--- config.mk ---
export PLATFORM = sky130hd
export DESIGN_NAME = axis_pattern_source
export DESIGN_NICKNAME = d
export VERILOG_FILES = /design/src/verilog/axis_source_pkg.sv /design/src/verilog/burst_sequencer.sv /design/src/verilog/burst_emitter.sv /design/src/verilog/axis_pattern_source.sv
export VERILOG_INCLUDE_DIRS = /design/src /design/src/verilog
export SDC_FILE = /design/constraint.sdc
export NUM_CORES = 1
export LEC_CHECK = 0
export BUFFER_PORTS_ARGS = -buffer_cell sky130_fd_sc_hd__buf_2
export CAP_MARGIN = 15
export CORE_MARGIN = 2
export CORE_UTILIZATION = 40
export CTS_CLUSTER_SIZE = 8
export DETAILED_ROUTE_END_ITERATION = 8
export PLACE_DENSITY = 0.59
export SETUP_SLACK_MARGIN = 0.1
export SYNTH_ARGS = -nofsm -noshare
export SYNTH_HDL_FRONTEND = slang
export SYNTH_SLANG_ARGS = --single-unit
--- constraint.sdc ---
create_clock -name M_AXIS_ACLK -period 3.45 [get_ports M_AXIS_ACLK]
set_input_delay 0.5175 -clock M_AXIS_ACLK [delete_from_list [all_inputs] [get_ports M_AXIS_ACLK]]
set_output_delay 0.5175 -clock M_AXIS_ACLK [all_outputs]
set_load 0.005 [all_outputs]
--- src/verilog/axis_source_defines.svh ---
`ifndef AXIS_SOURCE_DEFINES_SVH
`define AXIS_SOURCE_DEFINES_SVH

// ~~~~~~~~~~~~~~~~~~~~
// Stream geometry
// ~~~~~~~~~~~~~~~~~~~~

// TDATA width in bits. Must be a multiple of 16 so it splits into two halves.
`define STREAM_TDATA_WIDTH 32

// ~~~~~~~~~~~~~~~~~~~~
// Burst pacing
// ~~~~~~~~~~~~~~~~~~~~

// Idle cycles counted before every burst.
`define STREAM_START_COUNT 32

// Beats per burst. The last one carries TLAST.
`define BURST_WORDS 8

`endif

--- src/verilog/axis_source_pkg.sv ---
`include "axis_source_defines.svh"

package axis_source_pkg;

  // ~~~~~~~~~~~~~~~~~~~~
  // Stream beat
  // ~~~~~~~~~~~~~~~~~~~~

  // One AXI-Stream beat as it leaves the emitter.
  typedef struct packed {
    logic [`STREAM_TDATA_WIDTH-1:0]   tdata;
    logic [`STREAM_TDATA_WIDTH/8-1:0] tstrb;
    logic                             tlast;
  } axis_beat_t;

  // ~~~~~~~~~~~~~~~~~~~~
  // Sequencer states
  // ~~~~~~~~~~~~~~~~~~~~

  // The idle state waits for enable, the wait state counts the start delay
  // and the send state lasts until the emitter reports the burst done.
  typedef enum logic [1:0] {
    seq_idle = 2'd0,
    seq_wait = 2'd1,
    seq_send = 2'd2
  } seq_state_t;

endpackage

--- src/verilog/burst_sequencer.sv ---
`timescale 1ns/1ps
`include "axis_source_defines.svh"

module burst_sequencer (
  input  logic                        M_AXIS_ACLK,
  input  logic                        M_AXIS_ARESETN,
  input  logic                        enable,
  input  logic                        burst_done,
  output logic                        burst_start,
  output axis_source_pkg::seq_state_t state
);

  import axis_source_pkg::*;

  // One spare bit keeps the width sane for very short delays.
  localparam int CNT_W = $clog2(`STREAM_START_COUNT + 1);
  localparam logic [CNT_W-1:0] CNT_LAST = CNT_W'(`STREAM_START_COUNT - 1);

  logic [CNT_W-1:0] delay_cnt;
  logic             delay_done;

  assign delay_done = (delay_cnt == CNT_LAST);

  // ~~~~~~~~~~~~~~~~~~~~
  // Burst controller
  // ~~~~~~~~~~~~~~~~~~~~

  always_ff @(posedge M_AXIS_ACLK) begin
    if (!M_AXIS_ARESETN) begin
      state       <= seq_idle;
      delay_cnt   <= '0;
      burst_start <= 1'b0;
    end else begin
      burst_start <= 1'b0;
      case (state)
        seq_idle: begin
          delay_cnt <= '0;
          if (enable) begin
            state <= seq_wait;
          end
        end
        seq_wait: begin
          if (!enable) begin
            // Losing enable restarts the full delay next time.
            state     <= seq_idle;
            delay_cnt <= '0;
          end else if (delay_done) begin
            state       <= seq_send;
            burst_start <= 1'b1;
            delay_cnt   <= '0;
          end else begin
            delay_cnt <= delay_cnt + 1'b1;
          end
        end
        seq_send: begin
          // Enable is ignored here so a started burst always completes.
          if (burst_done) begin
            state <= seq_idle;
          end
        end
        default: begin
          state <= seq_idle;
        end
      endcase
    end
  end

  // ~~~~~~~~~~~~~~~~~~~~
  // Checks
  // ~~~~~~~~~~~~~~~~~~~~

  // The emitter may only finish a burst that this controller ordered.
  a_done_in_send: assert property (
    @(posedge M_AXIS_ACLK) disable iff (!M_AXIS_ARESETN)
    burst_done |-> (state == seq_send)
  ) else $error("burst_done seen outside seq_send");

  // A start order is a single-cycle strobe.
  a_start_single: assert property (
    @(posedge M_AXIS_ACLK) disable iff (!M_AXIS_ARESETN)
    burst_start |=> !burst_start
  ) else $error("burst_start held for more than one cycle");

endmodule

--- src/verilog/burst_emitter.sv ---
`timescale 1ns/1ps
`include "axis_source_defines.svh"

module burst_emitter (
  input  logic                        M_AXIS_ACLK,
  input  logic                        M_AXIS_ARESETN,
  input  logic                        burst_start,
  input  logic                        tready,
  output logic                        tvalid,
  output axis_source_pkg::axis_beat_t beat,
  output logic                        burst_done,
  output logic [15:0]                 frame_count
);

  import axis_source_pkg::*;

  localparam int HALF_W = `STREAM_TDATA_WIDTH / 2;
  localparam int PTR_W  = $clog2(`BURST_WORDS + 1);
  localparam logic [PTR_W-1:0] PTR_LAST = PTR_W'(`BURST_WORDS - 1);

  logic [PTR_W-1:0]               ptr;
  logic [PTR_W-1:0]               ptr_next;
  logic [`STREAM_TDATA_WIDTH-1:0] tdata_q;
  logic [`STREAM_TDATA_WIDTH-1:0] pattern;
  logic                           tlast_q;
  logic                           out_free;
  logic                           load;
  logic                           finish;

  // ~~~~~~~~~~~~~~~~~~~~
  // Beat pointer and pattern
  // ~~~~~~~~~~~~~~~~~~~~

  // The output register may change only when it is empty or being taken.
  assign out_free = !tvalid || tready;

  // A new beat is loaded at burst start or when a non-final beat is accepted.
  assign load   = out_free && (burst_start || (tvalid && !tlast_q));
  assign finish = tvalid && tready && tlast_q;

  assign ptr_next = burst_start ? '0 : ptr + 1'b1;

  // Frame number on top, beat index plus one below.
  assign pattern = {HALF_W'(frame_count), HALF_W'(ptr_next) + HALF_W'(1)};

  always_ff @(posedge M_AXIS_ACLK) begin
    if (load) begin
      tdata_q <= pattern;
    end
  end

  // ~~~~~~~~~~~~~~~~~~~~
  // Output control
  // ~~~~~~~~~~~~~~~~~~~~

  always_ff @(posedge M_AXIS_ACLK) begin
    if (!M_AXIS_ARESETN) begin
      tvalid      <= 1'b0;
      tlast_q     <= 1'b0;
      ptr         <= '0;
      burst_done  <= 1'b0;
      frame_count <= '0;
    end else begin
      burst_done <= 1'b0;
      if (load) begin
        tvalid  <= 1'b1;
        ptr     <= ptr_next;
        tlast_q <= (ptr_next == PTR_LAST);
      end else if (finish) begin
        // Last beat accepted, so the frame is complete.
        tvalid      <= 1'b0;
        tlast_q     <= 1'b0;
        burst_done  <= 1'b1;
        frame_count <= frame_count + 16'd1;
      end
    end
  end

  // TSTRB never varies, every byte is a data byte.
  assign beat = '{
    tdata: tdata_q,
    tstrb: {(`STREAM_TDATA_WIDTH/8){1'b1}},
    tlast: tlast_q
  };

  // ~~~~~~~~~~~~~~~~~~~~
  // Checks
  // ~~~~~~~~~~~~~~~~~~~~

  // A stalled beat must survive unchanged until the sink takes it.
  a_hold_stable: assert property (
    @(posedge M_AXIS_ACLK) disable iff (!M_AXIS_ARESETN)
    (tvalid && !tready) |=> (tvalid && $stable(beat))
  ) else $error("beat changed while stalled");

  // TLAST goes out only with the final index of the burst.
  a_last_on_final: assert property (
    @(posedge M_AXIS_ACLK) disable iff (!M_AXIS_ARESETN)
    beat.tlast |-> (tvalid && beat.tdata[HALF_W-1:0] == HALF_W'(`BURST_WORDS))
  ) else $error("tlast on a beat that is not the last");

endmodule

--- src/verilog/axis_pattern_source.sv ---
`timescale 1ns/1ps
`include "axis_source_defines.svh"

module axis_pattern_source (
  input  logic                             M_AXIS_ACLK,
  input  logic                             M_AXIS_ARESETN,
  input  logic                             enable,
  output logic                             M_AXIS_TVALID,
  output logic [`STREAM_TDATA_WIDTH-1:0]   M_AXIS_TDATA,
  output logic [`STREAM_TDATA_WIDTH/8-1:0] M_AXIS_TSTRB,
  output logic                             M_AXIS_TLAST,
  input  logic                             M_AXIS_TREADY,
  output logic [15:0]                      frame_count
);

  import axis_source_pkg::*;

  logic       burst_start;
  logic       burst_done;
  seq_state_t seq_state;
  axis_beat_t beat;

  // ~~~~~~~~~~~~~~~~~~~~
  // Blocks
  // ~~~~~~~~~~~~~~~~~~~~

  burst_sequencer burst_sequencer_inst (
    .M_AXIS_ACLK    (M_AXIS_ACLK),
    .M_AXIS_ARESETN (M_AXIS_ARESETN),
    .enable         (enable),
    .burst_done     (burst_done),
    .burst_start    (burst_start),
    .state          (seq_state)
  );

  burst_emitter burst_emitter_inst (
    .M_AXIS_ACLK    (M_AXIS_ACLK),
    .M_AXIS_ARESETN (M_AXIS_ARESETN),
    .burst_start    (burst_start),
    .tready         (M_AXIS_TREADY),
    .tvalid         (M_AXIS_TVALID),
    .beat           (beat),
    .burst_done     (burst_done),
    .frame_count    (frame_count)
  );

  // The beat struct fans out onto the AXI-Stream port.
  assign M_AXIS_TDATA = beat.tdata;
  assign M_AXIS_TSTRB = beat.tstrb;
  assign M_AXIS_TLAST = beat.tlast;

  // The stream is only ever active inside a burst the sequencer ordered.
  a_valid_in_send: assert property (
    @(posedge M_AXIS_ACLK) disable iff (!M_AXIS_ARESETN)
    (seq_state != seq_send) |-> !M_AXIS_TVALID
  ) else $error("TVALID high outside seq_send");

endmodule

==> results of run 1 <==
## stage by stage
stage	setup slack, ps	hold WS [ps]
floorplan	1916	444.5
detailed placement	1457	479.2
CTS	1537	491.5
global placement	1481	482.1
global route	1393	527.6
finish	1560	497.1
## registers in the layout, summed over array words and instances, names as in the netlist
name,flops
burst_emitter_inst.tdata_q,21
burst_sequencer_inst.delay_cnt,6
burst_emitter_inst.burst_done,1
burst_sequencer_inst.burst_start,1
burst_emitter_inst.ptr,4
burst_emitter_inst.tlast_q,1
burst_emitter_inst.tvalid,1
burst_emitter_inst.frame_count,16
burst_sequencer_inst.state,2
## worst paths after layout
check,slack (ps),cells past startpoint,startpoint,end
setup reg to reg,1560,4,burst_sequencer_inst.burst_start,burst_emitter_inst.frame_count[13]
setup / recovery,1560,4,burst_sequencer_inst.burst_start,burst_emitter_inst.frame_count[13]
hold / removal,500,2,burst_emitter_inst.ptr[3],burst_emitter_inst.ptr[3]
hold reg to reg,500,2,burst_emitter_inst.ptr[3],burst_emitter_inst.ptr[3]
## cells by family after synthesis
| group | share of synthesized area, % |
|---|---|
| AND/OR/NAND/NOR | 18.69 |
| flip-flops | 53.19 |
| buffers and inverters | 12.09 |
| AO/OA/AOI/OAI | 4.346 |
| XOR/XNOR | 5.864 |
| multiplexers | 3.403 |
| adder cells (fa/ha/maj) | 2.094 |
| other | 0.3143 |
## power groups by stage
stage	registers (W)	logic, W	clock network (W)
CTS	0.000647	0.0000172	0.000431
global route	0.000647	0.0000203	0.000453
finish	0.000647	0.0000175	0.000419
floorplan	0.000661	0.0000244	0
detailed placement	0.000661	0.0000172	0
global placement	0.000661	0.0000170	0
## worst register-to-register path, delay by kind of cell (launching register included)
family	cells	cell delay (ps)
multiplexers	1	130
AND/OR/NAND/NOR	3	1230
flip-flops	1	430
## metal layers
layer	wire length (um)	track usage [%]	vias up
li1	-	-	788
met1	1774	14.75	690
met2	1669	18.36	38
met3	212	4.111	5
met4	49	4.068	0
met5	0	0	-
## final cells by class
cell class | count | area, sq um
timing repair buffer | 42 | 210.2
fill | 558 | 3259
inverter | 7 | 26.28
clock buffer | 6 | 72.57
tap | 75 | 93.84
sequential | 53 | 1271
multi-input combinational | 145 | 878.3
clock inverter | 2 | 38.79
## synthesized netlist by cell type (all sizes together)
master | number | area share [%]
a21boi | 1 | 0.31
a21oi | 7 | 1.5
a31oi | 1 | 0.26
and2b | 1 | 0.31
and3 | 4 | 1.0
and4b | 1 | 0.42
buf | 32 | 10
clkbuf | 5 | 0.79
conb | 2 | 0.31
dfxtp | 32 | 27
edfxtp | 21 | 26
ha | 4 | 2.1
inv | 7 | 1.1
mux2 | 1 | 0.47
mux2i | 7 | 2.9
nand2 | 14 | 2.2
nand2b | 4 | 1.0
nand3 | 12 | 2.5
nand3b | 1 | 0.31
nand4 | 2 | 0.52
nand4b | 1 | 0.63
nor2 | 28 | 4.4
nor2b | 2 | 0.52
nor3 | 3 | 0.63
nor3b | 1 | 0.31
nor4 | 5 | 1.8
nor4b | 1 | 0.37
o21ai | 5 | 1.0
o22ai | 1 | 0.52
o32ai | 1 | 0.37
o41ai | 1 | 0.37
or2 | 1 | 0.26
or3 | 2 | 0.52
or4b | 2 | 0.84
xnor2 | 13 | 4.8
xor2 | 3 | 1.1
==> impl_metrics.tcl, run 1 <==
set metrics [dict create \
    p_sw_share_pct 19.90 \
    fin_crit_ps 1890 \
    startpoint_type "flop" \
    initial_utilization_pct 40.85 \
    clk_latency_ps 300 \
    drive_gt1_share_pct 21.18 \
    end_kind "flop" \
    die_h_um 81.30 \
    grt_start_max_net_pins 23 \
    overflow 0 \
    die_area_sq_um 6609 \
    p_per_area_nw_per_um2 417.8 \
    peakVddDrop_uv 222.0 \
    drc 0 \
    syn2layout_area_growth_pct 8.430 \
    cp_data_required_time_ps 3650 \
    critPathMaxStageDelay_ps 540 \
    fin_tns_setup_ps 0 \
    crit_fanout 16 \
    drv_cap 0 \
    io_buffers 42 \
    totalWireLength_um 3705 \
    period_share_pct 54.79 \
    clockPowerShare_pct 38.7 \
    clock_skew_ps 5.977 \
    vias 1521 \
    gp_congestion 0.7481 \
    postLayoutCoreUtil_pct 44.29 \
    slew_violations 0 \
    setup_viol 0 \
    holdCritPathClass "flop to flop" \
    cts-root-buf "clkbuf_8" \
    core_sq_um 5851 \
    detail_route.first_pass.iterations 6 \
    post_cts_resized 0 \
    die_w_um 81.30 \
    path_class "flop to flop" \
    numPlacedInstances 322 \
    switchingPower_w 0.0002154 \
    p_leak_nw 1.176 \
    worst-path-buf-inv 0 \
    fin_nets 262 \
    clkTransAtPathRegs_ps 100 \
    rows 28 \
    io_pins 58 \
    p_comb_share_pct 1.6 \
    wl_per_cell_um 11.23 \
    crit_path_top_delay_cell "nand4b_2" \
    placement.cell_area_sq_um 2480 \
    ctsHoldBuffers 0 \
    critPathTopFamily "simple AND/OR/NAND/NOR gates" \
    fin_area_sq_um 2591 \
    cts_buffer_depth 2 \
    synth_seq_cells 53 \
    yosysWarningCount 0 \
    antenna_found_initial 0 \
    report.power.total_w 0.001083 \
    slew_headroom_pct 46.24 \
    cp_cell_sequence "nand4b_2 > nor4_2 > nand3_1 > mux2i_1" \
    yosysSeqAreaShare_pct 53.19 \
    synth.avg_cell_area_sq_um 10.44 \
    cts_setup_buffers 0 \
    internal_power_w 0.0008673 \
    track_usage_pct 11.65 \
    hpwl_um 2586 \
    cts-htree-levels 2 \
    numCtsBuffers 5 \
    clock_sinks 53 \
    status "complete, no violations" \
    vias_per_cell 4.609 \
    grt_first_pass_wirelength_um 5927 \
    hold_viol_final 0 \
    syn_area_sq_um 2390 \
    seqPwrFrac_pct 59.7 \
    antenna_cells 0 \
    antenna_left 0 \
    grt_pass1_vias 1275 \
    fmax_mhz 529.1 \
    final_cells 330 \
    final_common_cell "buf_2" \
    worst_pin_slew_ps 805.5 \
    drt_iter0_markers 67 \
    cts_tree "built" \
    synthCells 229 \
    synth.distinct_cells 39 \
    rsz0062_at_grt "false" \
    layout_common_cells "42 x buf_2, 32 x dfxtp_1, 28 x nor2_1" \
    critPathArrivalTime_ps 2090 \
]
Note: power is estimated with default switching activity, not from simulation.
==> inputs of run 2 (changes only) <==
clock period = 1.95 ns   (was 3.45 ns; I/O delays follow)
==> run 2 against run 1 <==
Net effect: sequential power increased by 76%; final cell count is 1.5% higher; utilization up 0.28 points; first-iteration DRC count rose by 12%; sequential share of layout area is 0.31 points lower; maximum frequency rose by 17%; largest power group unchanged; clock-buffer cell count down 1; power rose by 66%; register-to-register slack worse by 1200 ps; worst hold slack got worse by 190 ps; largest cell class unchanged.
==> impl_metrics.tcl, run 2 (synthesized netlist as in run 1, its figures left out) <==
set metrics [dict create \
    track_usage_pct 12.12 \
    fin_tns_setup_ps 0 \
    p_leak_nw 1.191 \
    startpoint_type "flop" \
    cts_tree "built" \
    die_area_sq_um 6609 \
    die_w_um 81.30 \
    clkTransAtPathRegs_ps 90 \
    drive_gt1_share_pct 23.08 \
    cts-htree-levels 2 \
    drv_cap 0 \
    final_cells 335 \
    drc 0 \
    slew_violations 0 \
    io_pins 58 \
    clock_sinks 53 \
    cts_buffer_depth 2 \
    io_buffers 42 \
    post_cts_resized 0 \
    hold_depth 3 \
    hold_start "M_AXIS_TREADY" \
    fin_crit_ps 1621 \
    rsz0062_at_grt "false" \
    cp_data_required_time_ps 2020 \
    die_h_um 81.30 \
    clock_skew_ps 10.37 \
    crit_path_top_delay_cell "dfxtp_1" \
    reg.largest.list "burst_emitter_inst.tdata_q x21, burst_emitter_inst.frame_count x16, burst_sequencer_inst.delay_cnt x6" \
    crit_start "burst_emitter_inst.tlast_q" \
    crit_cells 4 \
    vias 1553 \
    period_share_pct 83.11 \
    crit_fanout 9 \
    gp_congestion 0.7691 \
    ctsHoldBuffers 0 \
    grt_first_pass_wirelength_um 6141 \
    internal_power_w 0.001405 \
    clk_latency_ps 310 \
    p_comb_share_pct 1.8 \
    cp_cell_sequence "and2b_1 > o22ai_2 > inv_1 > buf_4" \
    final_common_cell "buf_2" \
    antenna_cells 0 \
    cts-root-buf "clkbuf_8" \
    initial_utilization_pct 40.85 \
    p_sw_share_pct 21.68 \
    critPathArrivalTime_ps 1690 \
    switchingPower_w 0.0003889 \
    fin_nets 267 \
    totalWireLength_um 3828 \
    grt_pass1_vias 1298 \
    clockPowerShare_pct 34.5 \
    cts_setup_buffers 0 \
    holdCritPathClass "input pin to flop" \
    syn2layout_area_growth_pct 9.110 \
    numCtsBuffers 5 \
    overflow 0 \
    regMostFlops "burst_emitter_inst.tdata_q" \
    seqPwrFrac_pct 63.8 \
    grt_start_max_net_pins 18 \
    hold_viol_final 0 \
    r2r.worst_path.cells 4 \
    antenna_left 0 \
    fmax_mhz 617.0 \
    antenna_found_initial 0 \
    worst-path-buf-inv 2 \
    wl_per_cell_um 11.43 \
    setup_viol 0 \
    critPathMaxStageDelay_ps 410 \
    critPathTopFamily "buffers and inverters" \
    detail_route.first_pass.iterations 4 \
    hpwl_um 2794 \
    rows 28 \
    core_sq_um 5851 \
    p_per_area_nw_per_um2 688.1 \
    status "complete, no violations" \
    peakVddDrop_uv 271.6 \
    rr_startpoint "burst_emitter_inst.tlast_q" \
    drt_iter0_markers 75 \
    layout_common_cells "42 x buf_2, 32 x dfxtp_1, 28 x nor2_1" \
    path_class "flop to flop" \
    largest_reg_flops 21 \
    end_kind "flop" \
    vias_per_cell 4.636 \
    numPlacedInstances 327 \
]
run 2: cell type report:
cell class | count | area, sq um
multi-input combinational | 145 | 878.3
clock inverter | 3 | 21.27
clock buffer | 5 | 68.82
tap | 75 | 93.84
timing repair buffer | 47 | 247.7
fill | 555 | 3243
inverter | 7 | 26.28
sequential | 53 | 1271
run 2: path summary, 6_finish.rpt:
kind                               endpoint  slack (ps)
max          burst_emitter_inst.tdata_q[19]         330
min              burst_emitter_inst.tlast_q         310
max reg2reg  burst_emitter_inst.tdata_q[19]         330
min reg2reg  burst_emitter_inst.tdata_q[31]         490
run 2: tightest hold or removal path, delay by kind of cell:
kind            cells  cell delay [ps]
compound gates      1               70
buf+inv             1              140
simple gates        1               70
run 2: power by group through the flow:
stage	logic, W	registers, W	clock network [W]
global route	0.0000368	0.00114	0.000684
detailed placement	0.0000315	0.00117	0
CTS	0.0000315	0.00114	0.000639
global placement	0.0000315	0.00117	0
finish	0.0000317	0.00114	0.000618
floorplan	0.0000432	0.00117	0
run 2: stage by stage:
step | setup WS [ps] | hold WS [ps] | util [%] | area [sq um] | power [W]
finish | 329.3 | 311.3 | 44.57 | 2608 | 0.001794
global route | 143.3 | 313.5 | 44.57 | 2608 | 0.001866
floorplan | 415.9 | 444.1 | - | 2439 | 0.001213
detailed placement | 317.5 | 486.6 | 43.03 | 2517 | 0.001201
global placement | 370.0 | 475.9 | 43.03 | 2517 | 0.001201
CTS | 296.1 | 301.6 | 44.57 | 2608 | 0.001815
run 2: layer usage:
layer / wire length, um / part of all wire, % / up-vias / GRT usage [%]
met2: 1802 / 47 / 43 / 19.34
li1: - / - / 791 / -
met3: 224 / 5.9 / 7 / 3.778
met1: 1738 / 45 / 712 / 15.14
met4: 62 / 1.6 / 0 / 5.085
met5: 0 / 0 / - / 0
